$ cat config.mk
export PLATFORM = sky130hd
export DESIGN_NAME = mask_uop_decode
export DESIGN_NICKNAME = d
export VERILOG_FILES = /design/src/verilog/mask_unit_pkg.sv /design/src/verilog/mask_uop_decode.sv
export VERILOG_INCLUDE_DIRS = /design/src /design/src/verilog
export SDC_FILE = /design/constraint.sdc
export NUM_CORES = 1
export LEC_CHECK = 0
export BUFFER_PORTS_ARGS = -buffer_cell sky130_fd_sc_hd__buf_2
export CORE_AREA = 2 2 39 41
export DETAILED_ROUTE_END_ITERATION = 16
export DIE_AREA = 0 0 41 43
export GPL_ROUTABILITY_DRIVEN = 0
export PLACE_DENSITY_LB_ADDON = 0.12
export SETUP_SLACK_MARGIN = 0.3
export SYNTH_ARGS = -nofsm -noshare
export SYNTH_HDL_FRONTEND = slang
export SYNTH_SLANG_ARGS = --single-unit
$ cat constraint.sdc
create_clock -name vclk -period 1
set_input_delay 0.05 -clock vclk [all_inputs]
set_output_delay 0.05 -clock vclk [all_outputs]
set_load 0.05 [all_outputs]
$ cat src/verilog/mask_unit_params.svh
`ifndef MASK_UNIT_PARAMS_SVH
`define MASK_UNIT_PARAMS_SVH

`define VLEN             128
`define VLENB            16
`define XLEN             32
`define VL_WIDTH         8
`define ROB_DEPTH_WIDTH  3
`define UOP_INDEX_WIDTH  3
`define FUNCT6_WIDTH     6
`define FUNCT3_WIDTH     3
`define VS1_OP_WIDTH     5

// element width codes
`define EEW8             2'b00
`define EEW16            2'b01
`define EEW32            2'b10

`define OPMVV            3'b010

// mask logical funct6
`define VMANDN           6'b011000
`define VMAND            6'b011001
`define VMOR             6'b011010
`define VMXOR            6'b011011
`define VMORN            6'b011100
`define VMNAND           6'b011101
`define VMNOR            6'b011110
`define VMXNOR           6'b011111
`define VWXUNARY0        6'b010000
`define VMUNARY0         6'b010100

// vs1 field opcodes
`define VCPOP            5'b10000
`define VFIRST           5'b10001
`define VMSBF            5'b00001
`define VMSOF            5'b00010
`define VMSIF            5'b00011
`define VIOTA            5'b10000
`define VID              5'b10001

// internal operation codes
`define MOP_LOGIC        4'd0
`define MOP_CPOP         4'd1
`define MOP_FIRST        4'd2
`define MOP_SBF          4'd3
`define MOP_SOF          4'd4
`define MOP_SIF          4'd5
`define MOP_IOTA         4'd6
`define MOP_ID           4'd7

`endif

$ cat src/verilog/mask_unit_pkg.sv
`include "mask_unit_params.svh"

package mask_unit_pkg;

  // one full vector register
  typedef logic [`VLEN-1:0]            vreg_t;

  // vl and vstart share a width
  typedef logic [`VL_WIDTH-1:0]        vl_t;

  typedef logic [`ROB_DEPTH_WIDTH-1:0] rob_entry_t;

  typedef logic [`FUNCT6_WIDTH-1:0]    funct6_t;

  typedef logic [`FUNCT3_WIDTH-1:0]    funct3_t;

  // vs1 register field used as an opcode
  typedef logic [`VS1_OP_WIDTH-1:0]    vs1_op_t;

  typedef logic [`UOP_INDEX_WIDTH-1:0] uop_index_t;

  typedef logic [1:0]                  eew_t;

  typedef logic [3:0]                  mask_op_t;

endpackage

$ cat src/verilog/mask_uop_decode.sv
`include "mask_unit_params.svh"

module mask_uop_decode (
  input  logic                     uop_valid,
  input  mask_unit_pkg::funct3_t   funct3,
  input  mask_unit_pkg::funct6_t   funct6,
  input  mask_unit_pkg::vs1_op_t   vs1_opcode,
  input  logic                     vm,
  input  logic                     v0_valid,
  input  logic                     vd_valid,
  input  logic                     vs1_valid,
  input  logic                     vs2_valid,
  output logic                     issue,
  output mask_unit_pkg::mask_op_t  op
);

  logic supported;
  logic ready;
  logic logic_ok;
  logic unary_ok;
  logic set_ok;

  // operand rules per class
  assign logic_ok = vs1_valid && vs2_valid && vd_valid && vm;
  assign unary_ok = !vs1_valid && vs2_valid && (vm || v0_valid);
  assign set_ok   = !vs1_valid && vs2_valid && (vm || (vd_valid && v0_valid));

  always_comb begin
    supported = 1'b0;
    ready     = 1'b0;
    op        = `MOP_LOGIC;
    if (funct3 == `OPMVV) begin
      case (funct6)
        `VMANDN, `VMAND, `VMOR, `VMXOR, `VMORN, `VMNAND, `VMNOR, `VMXNOR: begin
          supported = 1'b1;
          ready     = logic_ok;
        end
        `VWXUNARY0: begin
          ready = unary_ok;
          case (vs1_opcode)
            `VCPOP: begin
              supported = 1'b1;
              op        = `MOP_CPOP;
            end
            `VFIRST: begin
              supported = 1'b1;
              op        = `MOP_FIRST;
            end
            default: supported = 1'b0;
          endcase
        end
        `VMUNARY0: begin
          ready = set_ok;
          case (vs1_opcode)
            `VMSBF: begin
              supported = 1'b1;
              op        = `MOP_SBF;
            end
            `VMSOF: begin
              supported = 1'b1;
              op        = `MOP_SOF;
            end
            `VMSIF: begin
              supported = 1'b1;
              op        = `MOP_SIF;
            end
            `VIOTA: begin
              supported = 1'b1;
              ready     = unary_ok;
              op        = `MOP_IOTA;
            end
            // vid reads no operand
            `VID: begin
              supported = 1'b1;
              ready     = 1'b1;
              op        = `MOP_ID;
            end
            default: supported = 1'b0;
          endcase
        end
        default: supported = 1'b0;
      endcase
    end
  end

  assign issue = uop_valid && supported && ready;

endmodule

==> Flow_metrics.wiki, run 1 <==
{| class="wikitable"
! Metric !! Value
|-
| Number of hold-repair buffers added at the cts stage || 0
|-
| Initial core utilization || 0.1546
|-
| Number of clock-tree buffers in the layout || 0
|-
| Critical path start-end classification || primary input to output pin
|-
| Cell count after placement || 82
|-
| Number of port buffers || 24
|-
| Hold WC Path Type || primary input to output pin
|-
| Main area contributors after synthesis || sky130_fd_sc_hd__nor4b_4 11%, sky130_fd_sc_hd__o32ai_1 8.2%, sky130_fd_sc_hd__o21ai_0 7.0%
|-
| Pins Over Slew Limit || 0
|-
| Violations in the final reports || setup timing
|-
| Number of diodes || 0
|-
| Cell area power density || 302.9 nW/um^2
|-
| Area occupied by multi-input gates || 294.0 sq um
|-
| Ratio of routed vias to standard cells || 4.624
|-
| Synth Warn # || 0
|-
| Number of flip-flops and latches || 0
|-
| Std-Cell Rows || 14
|-
| Number of I/O pins || 25
|-
| Fraction of final layout cells with drive strength greater than 1 || 0.6957
|-
| Capturing element type of the critical path || output pin
|-
| Sequential element share of the synthesized area || 0
|-
| Final worst setup slack || -304.8 ps
|-
| Clock period minus worst slack || 1305 ps
|-
| Number of DRC violations after detailed-routing iteration 0 || 2
|-
| Cells after Synth || 32
|-
| Count of distinct cell types in the synthesized netlist || 21
|-
| Number of antenna violations at the first check in global routing || 0
|-
| Final HPWL from detailed placement || 725.5 um
|-
| CP Data Arrival Time || 1250 ps
|-
| Max Fclk || ~0.77 GHz
|-
| Tightest slew margin relative to the limit || 0.6501
|-
| First-pass GRT wire length || 1338 um
|-
| Synth area leader || sky130_fd_sc_hd__nor4b_4
|-
| Total number of vias || 393
|-
| Filler Cell Count || approximately 140
|-
| Vertical die dimension || 43 um
|-
| Highest-count cells in the layout ignoring fill and taps || 18 x sky130_fd_sc_hd__buf_2, 12 x sky130_fd_sc_hd__buf_4, 7 x sky130_fd_sc_hd__buf_6
|-
| Final instance count without filler cells || 85
|-
| Part of the cycle the worst path needs || 1.305
|-
| Pin slew with the least headroom to its limit || roughly 520 ps
|-
| IR drop worst, VDD || 117.8 uV
|-
| Netlist area before placement || 214.0 sq um
|-
| Unrepaired setup endpoints after global routing || yes
|-
| Via count of the first global-routing pass || 330
|-
| Maximum number of pins on one net before global-route repair || 6
|-
| Area of the placeable core || 1384 sq um
|-
| Total Routing Usage GR || 0.1060
|-
| DRC || 0
|-
| Leak Pwr || around 0.25 nW
|-
| Total die area || 1763 sq um
|-
| Synthesized net count || 52
|-
| Maximum capacitance violations || 0
|-
| Worst hold margin || 493.8 ps
|-
| Cell occurring most often along the worst timing path || sky130_fd_sc_hd__buf_6
|-
| Detailed Route WL || 974 um
|-
| Avg WL per Cell || 11.46 um
|-
| Mean instance size in the synthesized netlist || approximately 6.7 sq um
|-
| Crit path largest cell delay || 300 ps
|-
| Status || complete, but fails checks
|-
| Total power of the final layout || 0.1793 mW
|-
| Sequential cell area in the final layout || 0 sq um
|-
| Number of nets at the end of the flow || 91
|-
| CP required || 950 ps
|-
| Synthesis-to-layout area growth || 176.6%
|-
| Leftover overflow at the end of global routing || 0
|-
| Largest fanout of any net on the critical path || 5
|-
| Commonest non-fill, non-tap cell in the layout || sky130_fd_sc_hd__buf_2
|-
| Fin. Hold Viols || 0
|-
| DIE WIDTH || approximately 41 um
|-
| # setup viols final || 4
|-
| Pre-Repair DR Iteration Count || 2
|-
| Slowest CP cell || sky130_fd_sc_hd__a2111oi_4
|-
| Final ANT Viol Nets || 0
|-
| CP Launch Type || primary input
|-
| Critical-path cell list || buf_6 -> nor2b_4 -> nor4b_4 -> buf_6 -> a41oi_4 -> a2111oi_4 -> buf_6
|-
| Top cell type's share of synthesized area || 0.1111
|}
==> where the power goes <==
group | total (mW) | internal (mW) | leakage [nW] | switching, mW
sequential | 0 | 0 | 0 | 0
combinational | 0.179 | 0.0950 | 0.248 | 0.0843
clock | 0 | 0 | 0 | 0
total | 0.179 | 0.0950 | 0.248 | 0.0843
==> timing repair <==
action	4_1_cts	5_1_grt
pin swaps	2	2
resized for setup	14	5
setup buffers	1	2
setup endpoints to repair	4	4
==> Yosys cell counts, drive strengths merged <==
master and number:
and2 2, buf 1, o21ai 3, nor2b 3
o32ai 2, conb 1, nor3b 1, a41oi 1
a32oi 1, nand2b 1, nand2 2, nor2 4
nand3b 1, a21oi 1, a2111oi 1, nand3 2
nor4b 1, inv 1, o21bai 1, a211oi 2
==> per-stage QoR <==
stage | setup TNS [ps] | setup slack, ps | cell area (sq um) | utilization
after CTS | -1061 | -352.1 | 548.0 | 0.3960
after global routing | -1154 | -362.6 | 591.8 | 0.4277
after floorplan | -1171 | -417.8 | 264.0 | -
final | -984.8 | -304.8 | 591.8 | 0.4277
after detailed placement | -1435 | -449.9 | 479.2 | 0.3463
after global placement | -1429 | -443.9 | 479.2 | 0.3463
==> worst paths after layout <==
path	start	to	slack [ps]	depth (start not counted)
hold / removal	uop_valid	issue	490	4
setup / recovery	funct6[5]	issue	-300	7
==> per-layer routing <==
layer / vias up / wire length [um] / global-route usage
met5: - / 0 / 0
met1: 185 / 354 / 0.1206
li1: 194 / - / -
met2: 14 / 569 / 0.2125
met4: 0 / 0 / 0
met3: 0 / 50 / 0
==> layout make-up <==
| type | count | area share |
|---|---|---|
| inverter | 1 | 0.006342 |
| tap | 16 | 0.03383 |
| timing repair buffer | 38 | 0.4630 |
| multi-input combinational | 30 | 0.4968 |
==> critical path: cells and delay by family <==
family	cells	cell delay [ps]
buffers and inverters	3	470
AOI/OAI and AO/OA	2	420
and+or+nand+nor	2	310
==> logic make-up (layout without fill, tap and decap cells) <==
logic type             Yosys count  in the layout  synth area share
other                            1              1           0.01753
buffers and inverters            2             39           0.05263
AOI/OAI and AO/OA               12             12            0.4093
and+or+nand+nor                 17             17            0.5205
Note: power is estimated with default switching activity, not from simulation.
==> run 2, diff against run 1 <==
--- a/config.mk
+++ b/config.mk
@@ -6,7 +6,7 @@
 export SDC_FILE = /design/constraint.sdc
 export NUM_CORES = 1
 export LEC_CHECK = 0
-export BUFFER_PORTS_ARGS = -buffer_cell sky130_fd_sc_hd__buf_2
+export BUFFER_PORTS_ARGS = -buffer_cell sky130_fd_sc_hd__clkbuf_2
 export CORE_AREA = 2 2 39 41
 export DETAILED_ROUTE_END_ITERATION = 16
 export DIE_AREA = 0 0 41 43
==> run 2 against run 1 <==
  * The run still ends with setup timing left
  * Combinational power shrank 4%
  * Cell count stayed put
  * Critical endpoint unchanged
  * Sequential cell count did not move
  * Sequential share of layout area did not move
  * Clock-buffer cell count stayed put
  * Core utilization fell by 0.54 points
  * Global-route usage down 0.80 points
  * Hold slack improved by 7.1 ps
  * Die area stayed put
==> Flow_metrics.wiki, run 2 (same netlist as run 1, synthesis figures left out) <==
{| class="wikitable"
! Metric !! Value
|-
| Final ANT Viol Nets || 0 (unchanged)
|-
| Post-DP Area || 486.7 sq um (+1.6%)
|-
| Share of the core filled with cells in the final layout || 0.4222 (-0.005425)
|-
| Worst Hold Launch || uop_valid
|-
| Number of clock-tree buffers in the layout || 0 (unchanged)
|-
| Number of I/O pins || 25 (unchanged)
|-
| Total Routing Usage GR || 0.09800 (-0.008000)
|-
| Violations in the final reports || setup timing
|-
| Unrepaired setup endpoints after global routing || yes
|-
| Leak Pwr || 0.2465 nW (-0.42%)
|-
| Std-Cell Rows || 14 (unchanged)
|-
| Number of antenna violations at the first check in global routing || 0 (unchanged)
|-
| IR drop worst, VDD || 115.3 uV (-2.1%)
|-
| DIE WIDTH || 41 um (unchanged)
|-
| Worst hold margin || 500.9 ps (+7.088 ps)
|-
| Grt met1 use || 0.1429 (+0.02222)
|-
| Vertical die dimension || 43 um (unchanged)
|-
| Status || complete, but fails checks
|-
| Capturing element type of the critical path || output pin
|-
| Cell area power density || 292.9 nW/um^2 (-3.3%)
|-
| Ratio of routed vias to standard cells || 4.529 (-2.0%)
|-
| First-pass GRT wire length || 1262 um (-5.7%)
|-
| Fraction of final layout cells with drive strength greater than 1 || 0.6957 (unchanged)
|-
| # setup viols final || 4 (unchanged)
|-
| Final HPWL from detailed placement || 741.6 um (+2.2%)
|-
| Critical path start-end classification || primary input to output pin
|-
| Area of the placeable core || 1384 sq um (unchanged)
|-
| Pins Over Slew Limit || 0 (unchanged)
|-
| Max Fclk || 0.7177 GHz (-6.4%)
|-
| Number of nets at the end of the flow || 91 (unchanged)
|-
| GR peak layer || met2
|-
| Detailed Route WL || 885 um (-9.1%)
|-
| Initial core utilization || 0.1546 (unchanged)
|-
| CP Data Arrival Time || 1340 ps (+90 ps)
|-
| Number of flip-flops and latches || 0 (unchanged)
|-
| Grt met2 use || 0.1656 (-0.04688)
|-
| Total die area || 1763 sq um (unchanged)
|-
| Avg WL per Cell || 10.41 um (-9.1%)
|-
| Part of the cycle the worst path needs || 1.393 (+0.08855)
|-
| Number of hold-repair buffers added at the cts stage || 0 (unchanged)
|-
| Via count of the first global-routing pass || 321 (-2.7%)
|-
| Maximum number of pins on one net before global-route repair || 6 (unchanged)
|-
| Cell count after placement || 83 (+1.2%)
|-
| Maximum capacitance violations || 0 (unchanged)
|-
| CP Launch Type || primary input
|-
| Fraction of met3 tracks used by global routing || 0 (unchanged)
|-
| Final worst setup slack || -393.4 ps (-88.55 ps)
|-
| Number of port buffers || 24 (unchanged)
|-
| CP required || 950 ps (about the same)
|-
| DRC || 0 (unchanged)
|-
| Last element of the critical path || issue
|-
| Number of DRC violations after detailed-routing iteration 0 || 2 (unchanged)
|-
| Synthesis-to-layout area growth || 173.1%
|-
| Number of diodes || 0 (unchanged)
|-
| Pre-Repair DR Iteration Count || 2 (unchanged)
|-
| Final instance count without filler cells || 85 (unchanged)
|-
| CP Launch Point || funct6[5]
|-
| Hold WC Path Type || primary input to output pin
|-
| Sequential cell area in the final layout || 0 sq um (unchanged)
|-
| Highest-count cells in the layout ignoring fill and taps || 18 x sky130_fd_sc_hd__clkbuf_2, 13 x sky130_fd_sc_hd__buf_4
|-
| Clock period minus worst slack || 1393 ps (+88.55 ps)
|-
| Total number of vias || 385 (-2.0%)
|-
| Largest fanout of any net on the critical path || 5 (unchanged)
|-
| Commonest non-fill, non-tap cell in the layout || sky130_fd_sc_hd__clkbuf_2
|-
| Worst Setup Slack post-DPL || -475.2 ps (-25.27 ps)
|-
| Fin. Hold Viols || 0 (unchanged)
|-
| Leftover overflow at the end of global routing || 0 (unchanged)
|-
| Post-route cell area || 584.3 sq um (-1.3%)
|}
==> run 2: final cells by class <==
type               instances  area, sq um
repair buffers            38        280.3
inverters                  1        3.754
well taps                 16        20.02
fillers                  141        799.5
multi-input cells         30        280.3
==> run 2: metal layers <==
layer  vias to the layer above  share of wire
li1                        194              -
met1                       177           0.37
met2                        14           0.58
met3                         0          0.050
met4                         0              0
met5                         -              0
==> run 2: critical path: stages <==
cell,delay (ps)
sky130_fd_sc_hd__buf_6,100
sky130_fd_sc_hd__nor2b_4,100
sky130_fd_sc_hd__nor4b_4,330
sky130_fd_sc_hd__o32ai_2,150
sky130_fd_sc_hd__a2111oi_4,370
sky130_fd_sc_hd__clkbuf_8,240
==> run 2: how the worst min path moves through the flow <==
| stage | end | slack (ps) | depth (start not counted) |
|---|---|---|---|
| 2_1_floorplan | op[1] | 160 | 1 |
| 3_3_place_gp | issue | 560 | 4 |
| 3_5_place_dp | issue | 560 | 4 |
| 4_1_cts | issue | 500 | 4 |
| 5_1_grt | issue | 540 | 4 |
| 6_report | issue | 500 | 4 |
==> run 2: repair_timing <==
action	4_1_cts	5_1_grt
pin swaps	1	2
buffers inserted	0	2
gates resized for setup	10	11
setup endpoints to repair	4	4
==> run 2: where the power goes <==
group / switching (mW) / leakage, nW / total (mW) / internal [mW]
logic: 0.0800 / 0.246 / 0.171 / 0.0911
clock network: 0 / 0 / 0 / 0
registers: 0 / 0 / 0 / 0
==> run 2: per-stage QoR <==
stage | power, mW | TNS [ps]
3_3_place_gp | 0.1534 | -1500
6_report | 0.1712 | -1379
2_1_floorplan | 0.05872 | -1171
3_5_place_dp | 0.1535 | -1518
4_1_cts | 0.1566 | -1132
5_1_grt | 0.1877 | -1782
==> run 3, diff against run 2 <==
==> constraint.sdc (replaced) <==
create_clock -name vclk -period 1.7
set_input_delay 0.085 -clock vclk [all_inputs]
set_output_delay 0.085 -clock vclk [all_outputs]
set_load 0.05 [all_outputs]
==> run 3 against run 2 <==
  * The run now ends clean
  * Global-route usage fell by 1.8 points
  * Sequential cell count did not move
  * Critical path depth rose by 1
  * Die area did not move
  * Hold slack improved by 55 ps
==> Flow_metrics.wiki, run 3 (same netlist as run 1, synthesis figures left out) <==
{| class="wikitable"
! Metric !! Value
|-
| Status || finished, final reports clean
|-
| Combinational share of power || 1.000 (about the same)
|-
| Crit path largest cell delay || 290 ps (-80 ps)
|-
| Detailed Route WL || 720 um (-19%)
|-
| Capturing element type of the critical path || output pin
|-
| Cell occurring most often along the worst timing path || sky130_fd_sc_hd__buf_6
|-
| Number of hold-repair buffers added at the cts stage || 0 (unchanged)
|-
| Critical-path cell list || buf_6 -> nor2b_4 -> nor4b_4 -> buf_6 -> a41oi_4 -> a2111oi_4 -> clkbuf_8
|-
| Commonest non-fill, non-tap cell in the layout || sky130_fd_sc_hd__clkbuf_2
|-
| Critical path start-end classification || primary input to output pin
|-
| IR drop worst, VDD || 70.37 uV (-39%)
|-
| Unrepaired setup endpoints after global routing || yes
|-
| Number of diodes || 0 (unchanged)
|-
| Ratio of routed vias to standard cells || 4.461 (-1.5%)
|-
| Final TNS setup || 0 ps (+1379 ps)
|-
| Synthesis-to-layout area growth || 140.4%
|-
| Initial core utilization || 0.1546 (unchanged)
|-
| Fraction of final layout cells with drive strength greater than 1 || 0.6833 (-0.01232)
|-
| Sw power || 0.04494 mW (-44%)
|-
| Worst Hold Launch || vs1_opcode[4]
|-
| Max Fclk || 0.7126 GHz
|-
| CP Data Arrival Time || 1320 ps (-20 ps)
|-
| CP Launch Type || primary input
|-
| Pre-Repair DR Iteration Count || 2 (unchanged)
|-
| Largest fanout of any net on the critical path || 5 (unchanged)
|-
| Met1 WL || 298 um (-9.4%)
|-
| CP required || 1620 ps (+670 ps)
|-
| Avg WL per Cell || 9.474 um (-9.0%)
|-
| Worst hold margin || 555.8 ps (+54.95 ps)
|-
| Via count of the first global-routing pass || 313 (-2.5%)
|-
| Final HPWL from detailed placement || 586.2 um (-21%)
|-
| Sequential cell area in the final layout || 0 sq um (unchanged)
|-
| Met2 routed wirelength || 365 um (-29%)
|-
| Area of the placeable core || 1384 sq um (unchanged)
|-
| Highest-count cells in the layout ignoring fill and taps || 19 x sky130_fd_sc_hd__clkbuf_2, 4 x sky130_fd_sc_hd__buf_6, 4 x sky130_fd_sc_hd__buf_4
|-
| Part of the cycle the worst path needs || 0.8254
|-
| Total die area || 1763 sq um (unchanged)
|-
| Number of port buffers || 24 (unchanged)
|-
| Metal3 WL || 57 um (+30%)
|-
| Std-Cell Rows || 14 (unchanged)
|-
| Number of DRC violations after detailed-routing iteration 0 || 1 (-1)
|-
| Internal Dissipation || 0.04545 mW (-50%)
|-
| Crit path buf inv count || 3 (+1)
|-
| Switching portion of total power || 0.4972 (+0.02953)
|-
| Hold WC Path Type || primary input to output pin
|-
| CP Launch Point || funct6[4]
|-
| CP delay by family, top || buffers and inverters
|-
| Leak Pwr || 0.2115 nW (-14%)
|-
| Maximum number of pins on one net before global-route repair || 8 (+2)
|-
| Vertical die dimension || 43 um (unchanged)
|-
| Number of flip-flops and latches || 0 (unchanged)
|-
| Leftover overflow at the end of global routing || 0 (unchanged)
|-
| Maximum capacitance violations || 0 (unchanged)
|-
| Cell area power density || 175.8 nW/um^2 (-40%)
|-
| Total number of vias || 339 (-12%)
|-
| Post-route cell area || 514.2 sq um (-12%)
|-
| DRC || 0 (unchanged)
|-
| Number of clock-tree buffers in the layout || 0 (unchanged)
|-
| DIE WIDTH || 41 um (unchanged)
|-
| Pins Over Slew Limit || 0 (unchanged)
|-
| First-pass GRT wire length || 1076 um (-15%)
|-
| Final ANT Viol Nets || 0 (unchanged)
|-
| Slowest CP cell || sky130_fd_sc_hd__a2111oi_4
|-
| Number of nets at the end of the flow || 82 (-9.9%)
|-
| Clock period minus worst slack || 1403 ps
|-
| Part of the total power dissipated in the clock network || 0 (unchanged)
|-
| # setup viols final || 0 (-4)
|-
| Fin. Hold Viols || 0 (unchanged)
|-
| Number of I/O pins || 25 (unchanged)
|-
| Sequential share of power || 0 (unchanged)
|-
| Number of antenna violations at the first check in global routing || 0 (unchanged)
|-
| Top metal layer carrying routed signals || met3
|-
| Post-DP Area || 381.6 sq um (-22%)
|-
| Total Routing Usage GR || 0.08000 (-0.01800)
|}
-- run 3: changes by cell type in the layout (fill, tap and decap cells not counted), sizes merged --
| cell | before | now |
|---|---|---|
| buf | 19 | 8 |
| clkbuf | 19 | 21 |
-- run 3: final cells by class --
cell class / count / area [sq um]
multi-input cells: 30 / 299.0
fillers: 154 / 869.6
inverters: 1 / 3.754
repair buffers: 29 / 191.4
well taps: 16 / 20.02
-- run 3: path summary, 6_finish.rpt --
check	endpoint	slack (ps)	depth (start not counted)
min	op[0]	560	3
max	issue	300	7
-- run 3: metrics by stage --
step	power, mW	setup WS (ps)	std cells	util
CTS	0.07946	274.4	74	0.3354
detailed placement	0.06682	115.4	71	0.2758
global placement	0.06762	158.7	71	0.2758
global route	0.09767	229.1	76	0.3716
finish	0.09039	296.8	76	0.3716
floorplan	0.03258	204.6	32	-
-- run 3: power by group through the flow --
stage | clock, mW | combinational [mW] | sequential, mW
CTS | 0 | 0.0795 | 0
finish | 0 | 0.0904 | 0
detailed placement | 0 | 0.0668 | 0
global placement | 0 | 0.0676 | 0
floorplan | 0 | 0.0326 | 0
global route | 0 | 0.0977 | 0
-- run 3: what timing repair did --
item / CTS / global route
setup buffers: 3 / 2
pin swaps: 2 / 2
endpoints found under the hold margin: 0 / 0
resized for setup: 12 / 8
endpoints found under the setup margin: 4 / 4
-- run 3: metal layers --
metal / global-route usage / vias up
met5: 0 / -
met4: 0 / 0
met3: 0 / 0
met2: 0.1594 / 15
met1: 0.09206 / 147
li1: - / 177
